$ cat src/hw/rpi_bus_pkg.sv
//~~~~~~~~~~~~~~~~~~~~~~~~~~~~~~~~~~~~~~~~~~~~~~~~~~~~~~~~~~~~~~~~~~~~~~~~~~
// bus geometry defaults for the half-duplex host bus peripheral
// transfer phase enum shared by the address, write and read sequencers
//~~~~~~~~~~~~~~~~~~~~~~~~~~~~~~~~~~~~~~~~~~~~~~~~~~~~~~~~~~~~~~~~~~~~~~~~~~

package rpi_bus_pkg;

	// width of one bus transfer
	parameter int BUS_WIDTH_DEFAULT = 8;

	// 4 transfers make a 32 bit data word
	parameter int TRANSACTIONS_PER_DATA_WORD_DEFAULT = 4;

	// 2 transfers make a 16 bit address word
	parameter int TRANSACTIONS_PER_ADDRESS_WORD_DEFAULT = 2;

	// bank select bits, taken from the top of the address word
	parameter int LOG2_OF_NUMBER_OF_BANKS_DEFAULT = 1;

	// low address bits that index a word inside one bank
	parameter int BANK_ADDRESS_WIDTH_DEFAULT = 4;

	// synchronizer depth, never below 2
	parameter int ANTI_META_DEFAULT = 3;

	parameter int ERROR_COUNT_WIDTH_DEFAULT = 8;

	// per-sequencer progress through one word
	typedef enum logic [1:0] {
		PHASE_IDLE     = 2'd0, // between parts
		PHASE_CAPTURED = 2'd1, // part taken during this enable pulse
		PHASE_COMPLETE = 2'd2  // all parts in, word awaiting finish
	} transfer_phase_t;

endpackage

$ cat src/hw/bus_input_synchronizer.sv
//~~~~~~~~~~~~~~~~~~~~~~~~~~~~~~~~~~~~~~~~~~~~~~~~~~~~~~~~~~~~~~~~~~~~~~~~~~
// anti-metastability pipelines for enable, read, register_select and bus
//~~~~~~~~~~~~~~~~~~~~~~~~~~~~~~~~~~~~~~~~~~~~~~~~~~~~~~~~~~~~~~~~~~~~~~~~~~

`timescale 1ns/10ps

module bus_input_synchronizer #(
	parameter int BUS_WIDTH = rpi_bus_pkg::BUS_WIDTH_DEFAULT,
	parameter int ANTI_META = rpi_bus_pkg::ANTI_META_DEFAULT
) (
	input  logic                 clock,
	input  logic                 reset,
	input  logic [BUS_WIDTH-1:0] bus_in,
	input  logic                 read,
	input  logic                 register_select,
	input  logic                 enable,
	output logic [BUS_WIDTH-1:0] bus_synced,
	output logic                 enable_high,
	output logic                 enable_low,
	output logic                 read_high,
	output logic                 read_low,
	output logic                 select_data,
	output logic                 select_address
);

	logic [ANTI_META:0]   enable_pipeline;
	logic [ANTI_META:0]   read_pipeline;
	logic [ANTI_META:0]   select_pipeline;
	logic [BUS_WIDTH-1:0] bus_pipeline [ANTI_META:0];

	always_ff @(posedge clock) begin
		if (reset) begin
			enable_pipeline <= '0;
			read_pipeline   <= '0;
			select_pipeline <= '0;
		end else begin
			enable_pipeline <= {enable_pipeline[ANTI_META-1:0], enable};
			read_pipeline   <= {read_pipeline[ANTI_META-1:0], read};
			select_pipeline <= {select_pipeline[ANTI_META-1:0], register_select};
		end
	end

	// bus data rides alongside the controls so both line up at the oldest stage
	always_ff @(posedge clock) begin
		bus_pipeline[0] <= bus_in;
		for (int i = 1; i <= ANTI_META; i++) begin
			bus_pipeline[i] <= bus_pipeline[i-1];
		end
	end

	assign bus_synced = bus_pipeline[ANTI_META];

	// a level counts only once the two oldest stages agree
	assign enable_high    = enable_pipeline[ANTI_META:ANTI_META-1] == 2'b11;
	assign enable_low     = enable_pipeline[ANTI_META:ANTI_META-1] == 2'b00;
	assign read_high      = read_pipeline[ANTI_META:ANTI_META-1] == 2'b11;
	assign read_low       = read_pipeline[ANTI_META:ANTI_META-1] == 2'b00;
	assign select_data    = select_pipeline[ANTI_META:ANTI_META-1] == 2'b11;
	assign select_address = select_pipeline[ANTI_META:ANTI_META-1] == 2'b00;

endmodule

$ cat src/hw/pollable_memory_bank.sv
//~~~~~~~~~~~~~~~~~~~~~~~~~~~~~~~~~~~~~~~~~~~~~~~~~~~~~~~~~~~~~~~~~~~~~~~~~~
// one bank of word memory, synchronous write and registered read
//~~~~~~~~~~~~~~~~~~~~~~~~~~~~~~~~~~~~~~~~~~~~~~~~~~~~~~~~~~~~~~~~~~~~~~~~~~

`timescale 1ns/10ps

module pollable_memory_bank #(
	parameter int DATA_WIDTH =
		rpi_bus_pkg::BUS_WIDTH_DEFAULT * rpi_bus_pkg::TRANSACTIONS_PER_DATA_WORD_DEFAULT,
	parameter int BANK_ADDRESS_WIDTH = rpi_bus_pkg::BANK_ADDRESS_WIDTH_DEFAULT
) (
	input  logic                          clock,
	input  logic                          reset,
	input  logic                          write_strobe,
	input  logic [BANK_ADDRESS_WIDTH-1:0] word_address,
	input  logic [DATA_WIDTH-1:0]         write_data_word,
	output logic [DATA_WIDTH-1:0]         read_data_word
);

	localparam int DEPTH = 2**BANK_ADDRESS_WIDTH;

	logic [DATA_WIDTH-1:0] memory [DEPTH];

	// untouched words read back as zero
	always_ff @(posedge clock) begin
		if (reset) begin
			for (int i = 0; i < DEPTH; i++) begin
				memory[i] <= '0;
			end
		end else if (write_strobe) begin
			memory[word_address] <= write_data_word;
		end
	end

	// polled every cycle, one cycle of latency
	always_ff @(posedge clock) begin
		read_data_word <= memory[word_address];
	end

endmodule

$ cat src/hw/half_duplex_rpi_bus.sv
//~~~~~~~~~~~~~~~~~~~~~~~~~~~~~~~~~~~~~~~~~~~~~~~~~~~~~~~~~~~~~~~~~~~~~~~~~~
// bus engine with address, write and read sequencers, word assembly,
// bank strobes, address auto-increment and interrupted-sequence counters
//~~~~~~~~~~~~~~~~~~~~~~~~~~~~~~~~~~~~~~~~~~~~~~~~~~~~~~~~~~~~~~~~~~~~~~~~~~

`timescale 1ns/10ps

module half_duplex_rpi_bus #(
	parameter int BUS_WIDTH                     = rpi_bus_pkg::BUS_WIDTH_DEFAULT,
	parameter int TRANSACTIONS_PER_DATA_WORD    = rpi_bus_pkg::TRANSACTIONS_PER_DATA_WORD_DEFAULT,
	parameter int TRANSACTIONS_PER_ADDRESS_WORD =
		rpi_bus_pkg::TRANSACTIONS_PER_ADDRESS_WORD_DEFAULT,
	parameter int LOG2_OF_NUMBER_OF_BANKS       = rpi_bus_pkg::LOG2_OF_NUMBER_OF_BANKS_DEFAULT,
	parameter int ERROR_COUNT_WIDTH             = rpi_bus_pkg::ERROR_COUNT_WIDTH_DEFAULT
) (
	input  logic                                              clock,
	input  logic                                              reset,
	input  logic [BUS_WIDTH-1:0]                              bus_synced,
	input  logic                                              enable_high,
	input  logic                                              enable_low,
	input  logic                                              read_high,
	input  logic                                              read_low,
	input  logic                                              select_data,
	input  logic                                              select_address,
	input  logic [BUS_WIDTH*TRANSACTIONS_PER_DATA_WORD-1:0]    read_data_word,
	output logic [BUS_WIDTH-1:0]                              bus_out,
	output logic                                              ack_valid,
	output logic [2**LOG2_OF_NUMBER_OF_BANKS-1:0]             write_strobe,
	output logic [2**LOG2_OF_NUMBER_OF_BANKS-1:0]             read_strobe,
	output logic [BUS_WIDTH*TRANSACTIONS_PER_DATA_WORD-1:0]    write_data_word,
	output logic [BUS_WIDTH*TRANSACTIONS_PER_ADDRESS_WORD-1:0] address_word,
	output logic [LOG2_OF_NUMBER_OF_BANKS-1:0]                bank,
	output logic [ERROR_COUNT_WIDTH-1:0]                      read_errors,
	output logic [ERROR_COUNT_WIDTH-1:0]                      write_errors,
	output logic [ERROR_COUNT_WIDTH-1:0]                      address_errors
);

	import rpi_bus_pkg::*;

	localparam int ADDRESS_WIDTH     = BUS_WIDTH * TRANSACTIONS_PER_ADDRESS_WORD;
	localparam int DATA_PART_BITS    =
		(TRANSACTIONS_PER_DATA_WORD > 1) ? $clog2(TRANSACTIONS_PER_DATA_WORD) : 1;
	localparam int ADDRESS_PART_BITS =
		(TRANSACTIONS_PER_ADDRESS_WORD > 1) ? $clog2(TRANSACTIONS_PER_ADDRESS_WORD) : 1;
	localparam logic [DATA_PART_BITS-1:0] DATA_TOP =
		DATA_PART_BITS'(TRANSACTIONS_PER_DATA_WORD - 1);
	localparam logic [ADDRESS_PART_BITS-1:0] ADDRESS_TOP =
		ADDRESS_PART_BITS'(TRANSACTIONS_PER_ADDRESS_WORD - 1);

	transfer_phase_t address_phase;
	transfer_phase_t write_phase;
	transfer_phase_t read_phase;

	logic [ADDRESS_PART_BITS-1:0] address_part; // counts down, msb part first
	logic [DATA_PART_BITS-1:0]    write_part;
	logic [DATA_PART_BITS-1:0]    read_part;

	logic [TRANSACTIONS_PER_ADDRESS_WORD-1:0][BUS_WIDTH-1:0] address_parts;
	logic [TRANSACTIONS_PER_DATA_WORD-1:0][BUS_WIDTH-1:0]    write_parts;
	logic [TRANSACTIONS_PER_DATA_WORD-1:0][BUS_WIDTH-1:0]    read_parts;

	logic read_word_pending;
	logic address_request, write_request, read_request;
	logic address_capture, write_capture, read_capture;
	logic address_active, write_active, read_active;
	logic address_busy, write_busy, read_busy;
	logic cancel_address, cancel_write, cancel_read;

	// direction and selector as decoded during an enable pulse
	assign read_request    = enable_high && read_high;
	assign write_request   = enable_high && read_low && select_data;
	assign address_request = enable_high && read_low && select_address;

	// one capture per enable pulse
	assign address_capture = address_request && address_phase == PHASE_IDLE;
	assign write_capture   = write_request && write_phase == PHASE_IDLE;
	assign read_capture    = read_request && read_phase == PHASE_IDLE;

	// a sequencer advances in enable_low cycles while not idle
	assign address_active = enable_low && address_phase != PHASE_IDLE;
	assign write_active   = enable_low && write_phase != PHASE_IDLE;
	assign read_active    = enable_low && read_phase != PHASE_IDLE;

	// mid-word means some part was taken but the word is not finished
	assign address_busy = address_phase != PHASE_IDLE || address_part != ADDRESS_TOP;
	assign write_busy   = write_phase != PHASE_IDLE || write_part != DATA_TOP;
	assign read_busy    = read_phase != PHASE_IDLE || read_part != DATA_TOP;

	assign cancel_address = (write_active || read_active) && address_busy;
	assign cancel_write   = (address_active || read_active) && write_busy;
	assign cancel_read    = (address_active || write_active) && read_busy;

	assign bank            = address_word[ADDRESS_WIDTH-1 -: LOG2_OF_NUMBER_OF_BANKS];
	assign write_data_word = write_parts;

	always_comb begin
		write_strobe = '0;
		read_strobe  = '0;
		if (write_phase == PHASE_COMPLETE) begin
			write_strobe[bank] = 1'b1;
		end
		if (read_phase == PHASE_COMPLETE) begin
			read_strobe[bank] = 1'b1;
		end
	end

	always_ff @(posedge clock) begin
		if (reset) begin
			ack_valid <= 1'b0;
		end else begin
			ack_valid <= read_request || write_request || address_request;
		end
	end

	always_ff @(posedge clock) begin
		if (address_capture) begin
			address_parts[address_part] <= bus_synced;
		end
		if (write_capture) begin
			write_parts[write_part] <= bus_synced;
		end
		if (enable_low && read_word_pending) begin
			read_parts <= read_data_word; // refreshed until the next pulse
		end
	end

	always_ff @(posedge clock) begin
		if (reset) begin
			address_phase  <= PHASE_IDLE;
			address_part   <= ADDRESS_TOP;
			address_errors <= '0;
		end else if (address_capture) begin
			address_phase <= PHASE_CAPTURED;
		end else if (enable_low) begin
			if (cancel_address) begin
				address_phase  <= PHASE_IDLE;
				address_part   <= ADDRESS_TOP;
				address_errors <= address_errors + 1'b1;
			end else if (address_phase == PHASE_CAPTURED) begin
				if (address_part == '0) begin
					address_phase <= PHASE_COMPLETE;
				end else begin
					address_phase <= PHASE_IDLE;
					address_part  <= address_part - 1'b1;
				end
			end else if (address_phase == PHASE_COMPLETE) begin
				address_phase <= PHASE_IDLE;
				address_part  <= ADDRESS_TOP;
			end
		end
	end

	always_ff @(posedge clock) begin
		if (reset) begin
			address_word <= '0;
		end else if (enable_low) begin
			if (address_phase == PHASE_COMPLETE && !cancel_address) begin
				address_word <= address_parts;
			end else if (write_phase == PHASE_COMPLETE || read_phase == PHASE_COMPLETE) begin
				address_word <= address_word + 1'b1; // auto-increment
			end
		end
	end

	always_ff @(posedge clock) begin
		if (reset) begin
			write_phase  <= PHASE_IDLE;
			write_part   <= DATA_TOP;
			write_errors <= '0;
		end else if (write_capture) begin
			write_phase <= PHASE_CAPTURED;
		end else if (enable_low) begin
			if (cancel_write) begin
				write_phase  <= PHASE_IDLE;
				write_part   <= DATA_TOP;
				write_errors <= write_errors + 1'b1;
			end else if (write_phase == PHASE_CAPTURED) begin
				if (write_part == '0) begin
					write_phase <= PHASE_COMPLETE; // strobes the bank next cycle
				end else begin
					write_phase <= PHASE_IDLE;
					write_part  <= write_part - 1'b1;
				end
			end else if (write_phase == PHASE_COMPLETE) begin
				write_phase <= PHASE_IDLE;
				write_part  <= DATA_TOP;
			end
		end
	end

	always_ff @(posedge clock) begin
		if (reset) begin
			read_phase  <= PHASE_IDLE;
			read_part   <= DATA_TOP;
			read_errors <= '0;
			bus_out     <= '0;
		end else if (read_capture) begin
			read_phase <= PHASE_CAPTURED;
			bus_out    <= read_parts[read_part]; // valid before ack_valid rises
		end else if (enable_low) begin
			if (cancel_read) begin
				read_phase  <= PHASE_IDLE;
				read_part   <= DATA_TOP;
				read_errors <= read_errors + 1'b1;
			end else if (read_phase == PHASE_CAPTURED) begin
				if (read_part == '0) begin
					read_phase <= PHASE_COMPLETE;
				end else begin
					read_phase <= PHASE_IDLE;
					read_part  <= read_part - 1'b1;
				end
			end else if (read_phase == PHASE_COMPLETE) begin
				read_phase <= PHASE_IDLE;
				read_part  <= DATA_TOP;
			end
		end
	end

	// a new word must be fetched after any completed sequence
	always_ff @(posedge clock) begin
		if (reset) begin
			read_word_pending <= 1'b1; // memory comes out of reset cleared
		end else if (enable_high) begin
			read_word_pending <= 1'b0;
		end else if (enable_low) begin
			if (address_phase == PHASE_COMPLETE || write_phase == PHASE_COMPLETE
					|| read_phase == PHASE_COMPLETE) begin
				read_word_pending <= 1'b1;
			end
		end
	end

endmodule

$ cat src/hw/rpi_bus_subsystem.sv
//~~~~~~~~~~~~~~~~~~~~~~~~~~~~~~~~~~~~~~~~~~~~~~~~~~~~~~~~~~~~~~~~~~~~~~~~~~
// top level joining input synchronizer, bus engine and memory banks
//~~~~~~~~~~~~~~~~~~~~~~~~~~~~~~~~~~~~~~~~~~~~~~~~~~~~~~~~~~~~~~~~~~~~~~~~~~

`timescale 1ns/10ps

module rpi_bus_subsystem #(
	parameter int BUS_WIDTH                     = rpi_bus_pkg::BUS_WIDTH_DEFAULT,
	parameter int TRANSACTIONS_PER_DATA_WORD    = rpi_bus_pkg::TRANSACTIONS_PER_DATA_WORD_DEFAULT,
	parameter int TRANSACTIONS_PER_ADDRESS_WORD =
		rpi_bus_pkg::TRANSACTIONS_PER_ADDRESS_WORD_DEFAULT,
	parameter int LOG2_OF_NUMBER_OF_BANKS       = rpi_bus_pkg::LOG2_OF_NUMBER_OF_BANKS_DEFAULT,
	parameter int BANK_ADDRESS_WIDTH            = rpi_bus_pkg::BANK_ADDRESS_WIDTH_DEFAULT,
	parameter int ANTI_META                     = rpi_bus_pkg::ANTI_META_DEFAULT,
	parameter int ERROR_COUNT_WIDTH             = rpi_bus_pkg::ERROR_COUNT_WIDTH_DEFAULT
) (
	input  logic                         clock,
	input  logic                         reset,
	input  logic [BUS_WIDTH-1:0]         bus_in,
	input  logic                         read,
	input  logic                         register_select,
	input  logic                         enable,
	output logic [BUS_WIDTH-1:0]         bus_out,
	output logic                         bus_drive,
	output logic                         ack_valid,
	output logic [ERROR_COUNT_WIDTH-1:0] read_errors,
	output logic [ERROR_COUNT_WIDTH-1:0] write_errors,
	output logic [ERROR_COUNT_WIDTH-1:0] address_errors
);

	localparam int DATA_WIDTH      = BUS_WIDTH * TRANSACTIONS_PER_DATA_WORD;
	localparam int ADDRESS_WIDTH   = BUS_WIDTH * TRANSACTIONS_PER_ADDRESS_WORD;
	localparam int NUMBER_OF_BANKS = 2**LOG2_OF_NUMBER_OF_BANKS;

	logic [BUS_WIDTH-1:0]               bus_synced;
	logic                               enable_high, enable_low;
	logic                               read_high, read_low;
	logic                               select_data, select_address;
	logic [NUMBER_OF_BANKS-1:0]         write_strobe;
	logic [DATA_WIDTH-1:0]              write_data_word;
	logic [DATA_WIDTH-1:0]              read_data_word;
	logic [ADDRESS_WIDTH-1:0]           address_word;
	logic [LOG2_OF_NUMBER_OF_BANKS-1:0] bank;
	logic [DATA_WIDTH-1:0]              bank_words [NUMBER_OF_BANKS];

	assign bus_drive = read; // peripheral drives whenever the host reads

	bus_input_synchronizer #(
		.BUS_WIDTH(BUS_WIDTH),
		.ANTI_META(ANTI_META)
	) synchronizer (
		.clock(clock), .reset(reset), .bus_in(bus_in), .read(read),
		.register_select(register_select), .enable(enable), .bus_synced(bus_synced),
		.enable_high(enable_high), .enable_low(enable_low), .read_high(read_high),
		.read_low(read_low), .select_data(select_data), .select_address(select_address)
	);

	half_duplex_rpi_bus #(
		.BUS_WIDTH(BUS_WIDTH),
		.TRANSACTIONS_PER_DATA_WORD(TRANSACTIONS_PER_DATA_WORD),
		.TRANSACTIONS_PER_ADDRESS_WORD(TRANSACTIONS_PER_ADDRESS_WORD),
		.LOG2_OF_NUMBER_OF_BANKS(LOG2_OF_NUMBER_OF_BANKS),
		.ERROR_COUNT_WIDTH(ERROR_COUNT_WIDTH)
	) engine (
		.clock(clock), .reset(reset), .bus_synced(bus_synced),
		.enable_high(enable_high), .enable_low(enable_low), .read_high(read_high),
		.read_low(read_low), .select_data(select_data), .select_address(select_address),
		.read_data_word(read_data_word), .bus_out(bus_out), .ack_valid(ack_valid),
		.write_strobe(write_strobe), .read_strobe(), .write_data_word(write_data_word),
		.address_word(address_word), .bank(bank), .read_errors(read_errors),
		.write_errors(write_errors), .address_errors(address_errors)
	);

	for (genvar i = 0; i < NUMBER_OF_BANKS; i++) begin : banks
		pollable_memory_bank #(
			.DATA_WIDTH(DATA_WIDTH),
			.BANK_ADDRESS_WIDTH(BANK_ADDRESS_WIDTH)
		) memory_bank (
			.clock(clock), .reset(reset), .write_strobe(write_strobe[i]),
			.word_address(address_word[BANK_ADDRESS_WIDTH-1:0]),
			.write_data_word(write_data_word), .read_data_word(bank_words[i])
		);
	end

	// bits between the bank field and the word index are ignored
	assign read_data_word = bank_words[bank];

endmodule

$ cat config.mk
export PLATFORM = sky130hd
export DESIGN_NAME = rpi_bus_subsystem
export DESIGN_NICKNAME = d
export VERILOG_FILES = /design/src/hw/rpi_bus_pkg.sv /design/src/hw/bus_input_synchronizer.sv /design/src/hw/pollable_memory_bank.sv /design/src/hw/half_duplex_rpi_bus.sv /design/src/hw/rpi_bus_subsystem.sv
export SDC_FILE = /design/constraint.sdc
export NUM_CORES = 2
export LEC_CHECK = 0
export ABC_AREA = 1
export BUFFER_PORTS_ARGS = -buffer_cell sky130_fd_sc_hd__clkbuf_2
export CORE_ASPECT_RATIO = 1.1
export CORE_MARGIN = 1
export CORE_UTILIZATION = 40
export DETAILED_ROUTE_END_ITERATION = 16
export GPL_TIMING_DRIVEN = 0
export HOLD_SLACK_MARGIN = 0.03
export PLACE_DENSITY_LB_ADDON = 0.3
export SYNTH_ARGS = -nofsm -noshare
export SYNTH_HDL_FRONTEND = slang
export SYNTH_SLANG_ARGS = --single-unit
export TNS_END_PERCENT = 5
$ cat constraint.sdc
create_clock -name clock -period 6.9 [get_ports clock]
set_input_delay 0.345 -clock clock [delete_from_list [all_inputs] [get_ports clock]]
set_output_delay 0.345 -clock clock [all_outputs]
set_load 0.05 [all_outputs]
==> results_dict.tcl <==
set metrics [dict create \
    rsz0062_at_grt "no" \
    max-vdd-ir-drop_v 0.000222 \
    status "completed" \
    final_max_slew_viol_count 0 \
    groute.layer.met3.usage_pct 7.58 \
    share_of_cells_above_drive_strength_1_pct 8.58 \
    grt_use_total_pct 27.8 \
    final_hold_viol_count 0 \
    postSynthCellCount 5061 \
    floorplan.die_area_um2 135000 \
    first_global_vias 38000 \
    htree_num_levels 4 \
    hpwl_mm 132 \
    max_freq_ghz 0.215 \
    number_of_antenna_violations_at_the_first_check_in_global_routing 10 \
    finalCritPeriodShare_pct 67.5 \
    syn-mean-instance-area_um2 10.5 \
    timing.critical_path.to_type "flip-flop" \
    fin_tns_setup_ns 0 \
    timing.critical_path.required_ns 7.37 \
    core_region_area_um2 132000 \
    groute.layer.met2.usage_pct 41.8 \
    worst-endpoint-arrival_ns 5.13 \
    critical_path_start_end_classification "flip-flop to flip-flop" \
    grt.overflow.total 0 \
    finish.cell_count_without_fillers 7151 \
    yosysSeqAreaShare_pct 68.5 \
    total_number_of_placement_rows 140 \
    wl_per_cell_um 26.4 \
    via_count 40200 \
    tritoncts "yes" \
    yosys.cell_count.top_type "sky130_fd_sc_hd__nor2_1" \
    max_cap_violations 0 \
    synth_fp_nets 5099 \
    cts.repair.resized 0 \
    ys_types 38 \
    die_y_um 385 \
    grt_pass1_wl_mm 265 \
    fin_worst_skew_ns 0.0283 \
    io_buffer_count 45 \
    setup-violations-final 0 \
    finalWeightedCongestion 1.01 \
    post-route-drc-count 0 \
    utilization_after_layout_pct 45.8 \
    power_density_nw_per_um2 373 \
    cts_buffers 131 \
    grt_start_max_net_pins 33 \
    tritoncts_num_sinks 1273 \
    clockBufferDepth 3 \
    clkSlewWorstSetupHoldPaths_ns 0.07 \
    initial_drt_pass_iterations 8 \
    headroom_to_the_max_slew_limit_pct 16.0 \
    sequential_cell_area_in_the_final_layout_um2 36500 \
    synth_largest_area_cell "sky130_fd_sc_hd__edfxtp_1" \
    drtIter0Drc 5707 \
    multiInputGateArea_um2 14400 \
    synth_enable_flop_cells 1104 \
    ys.warnings.count 0 \
    finalPower_mw 22.6 \
    fill_cells 12300 \
    power_leakage_nw 23.1 \
    netlist_top_cells_area "sky130_fd_sc_hd__edfxtp_1, sky130_fd_sc_hd__nor2_1, sky130_fd_sc_hd__dfxtp_1" \
    dp_slack_ns 2.25 \
    groute.layer.met1.usage_pct 34.4 \
    worst_hold_path_type "primary input to flip-flop" \
    top_level_ports 47 \
    initial_utilization_pct 40.3 \
    synth_async_sr_flop_share_pct 0 \
    final_antenna_net_count 0 \
    routed_wl_mm 189 \
    fin_crit_ns 4.66 \
    crit_path_max_fanout 18 \
    setup_ws_ns 2.24 \
    timing.critical_path.from_type "flip-flop" \
    postCtsSetupBuffers 0 \
    postSynthRegisterBits 1273 \
    die_w_um 350 \
    via_per_inst 5.63 \
    worstSkewPairLatency_ns 0.79 \
    yosys.area.top_type_share_pct 62.2 \
    nets 5305 \
    synth_common_cells "sky130_fd_sc_hd__nor2_1, sky130_fd_sc_hd__edfxtp_1, sky130_fd_sc_hd__o21ai_0, sky130_fd_sc_hd__nand2_1, sky130_fd_sc_hd__clkbuf_1" \
    busiest_grt_layer "met2" \
    post-place-cells 6898 \
    clk_root_buffer_cell "sky130_fd_sc_hd__clkbuf_16" \
    worst_slew_pin_slew_ns 1.26 \
    synth_area_um2 53300 \
    synth_top_flop_cell "sky130_fd_sc_hd__edfxtp_1" \
    flow.area_growth_from_synthesis_pct 13.6 \
]
-- cell type report --
type	instances	area share, %
diodes	6	0.0248
plain buffers	431	3.33
clock buffers	188	6.30
clock inverters	48	0.688
inverters	112	0.698
multi-input cells	3245	23.8
flip-flops and latches	1273	60.3
well taps	1775	3.67
repair buffers	73	1.18
-- timing repair --
item / in CTS / in global routing
setup endpoints to repair: 0 / 0
hold buffers: 11 / 0
endpoints found under the hold margin: 11 / 0
-- routing by layer --
metal,share of wire (%),vias up,routed length [µm]
li1,-,17800,-
met1,36,19400,67500
met2,44,2494,82700
met3,12,518,22100
met4,8.5,8,16000
met5,0.077,-,146
-- cells by family (layout without fill, tap and decap cells) --
family	after synthesis	count (layout)	synth area share, %
fa+ha+maj	25	25	0.587
simple gates	2344	2344	17.3
other cells	0	6	0
xor+xnor	12	12	0.197
flops	1273	1273	68.5
buf+inv	543	852	4.58
compound gates	864	864	8.76
-- state kept, by name (all words and copies together), names as in the netlist, 2 cells and up --
register                          flops
synchronizer.select_pipeline          4
synchronizer.read_pipeline            4
engine.address_phase                  2
banks.memory_bank.memory           1024
engine.write_errors                   8
engine.write_phase                    2
engine.read_errors                    8
engine.bus_out                        8
engine.read_part                      2
synchronizer.enable_pipeline          4
engine.write_part                     2
synchronizer.bus_pipeline            32
engine.read_phase                     2
engine.address_word                  16
engine.write_data_word               32
engine.address_parts                 16
banks.memory_bank.read_data_word     64
engine.read_parts                    32
engine.address_errors                 8
-- critical path: stages, from the launching register on --
cell and delay [ns]:
sky130_fd_sc_hd__dfxtp_1 0.33, sky130_fd_sc_hd__buf_2 0.25, sky130_fd_sc_hd__inv_1 0.20, sky130_fd_sc_hd__buf_2 0.41, sky130_fd_sc_hd__clkbuf_1 0.57, sky130_fd_sc_hd__ha_1 0.30
sky130_fd_sc_hd__buf_2 0.29, sky130_fd_sc_hd__nand3_1 0.65, sky130_fd_sc_hd__clkbuf_1 0.48, sky130_fd_sc_hd__nand2_2 0.52, sky130_fd_sc_hd__buf_12 0.26
-- power breakdown --
group	switching, mW	internal, mW
combinational	4.56	1.60
sequential	0.409	8.91
clock	3.07	4.02
-- stage by stage --
| stage | cell area (µm²) | hold slack, ns |
|---|---|---|
| detailed placement | 56200 | 0.312 |
| global route | 60500 | 0.196 |
| floorplan | 53300 | 0.310 |
| global placement | 55700 | 0.310 |
| CTS | 60500 | 0.166 |
| finish | 60600 | 0.192 |
-- path summary, 6_finish.rpt --
kind                                            from                                              end  slack [ns]  cells after the start
max              engine.address_word[1]$_SDFFE_PP0P_  banks[0].memory_bank.memory[4][5]$_SDFFCE_PN0P_        2.24                     10
min                                            reset       synchronizer.select_pipeline[2]$_SDFF_PP0_        0.19                      3
max reg2reg      engine.address_word[1]$_SDFFE_PP0P_  banks[0].memory_bank.memory[4][5]$_SDFFCE_PN0P_        2.24                     10
min reg2reg  synchronizer.bus_pipeline[2][2]$_DFF_P_          synchronizer.bus_pipeline[3][2]$_DFF_P_        0.33                      0
-- cell usage in the layout, fill, tap and decap left out, drive strengths merged, types with 7 or more instances in the layout --
master | synthesis | routed
dfxtp | 169 | 169
a21oi | 37 | 37
nand3 | 89 | 89
o22ai | 257 | 257
dlygate4sd3 | 0 | 11
nor2 | 1651 | 1651
o21ai | 558 | 558
inv | 111 | 119
clkbuf | 272 | 505
nand4 | 74 | 74
buf | 159 | 176
a31oi | 9 | 9
xnor2 | 7 | 7
edfxtp | 1104 | 1104
clkinv | 1 | 36
ha | 25 | 25
nand2 | 520 | 520
Power figures use the tool's default switching activity.
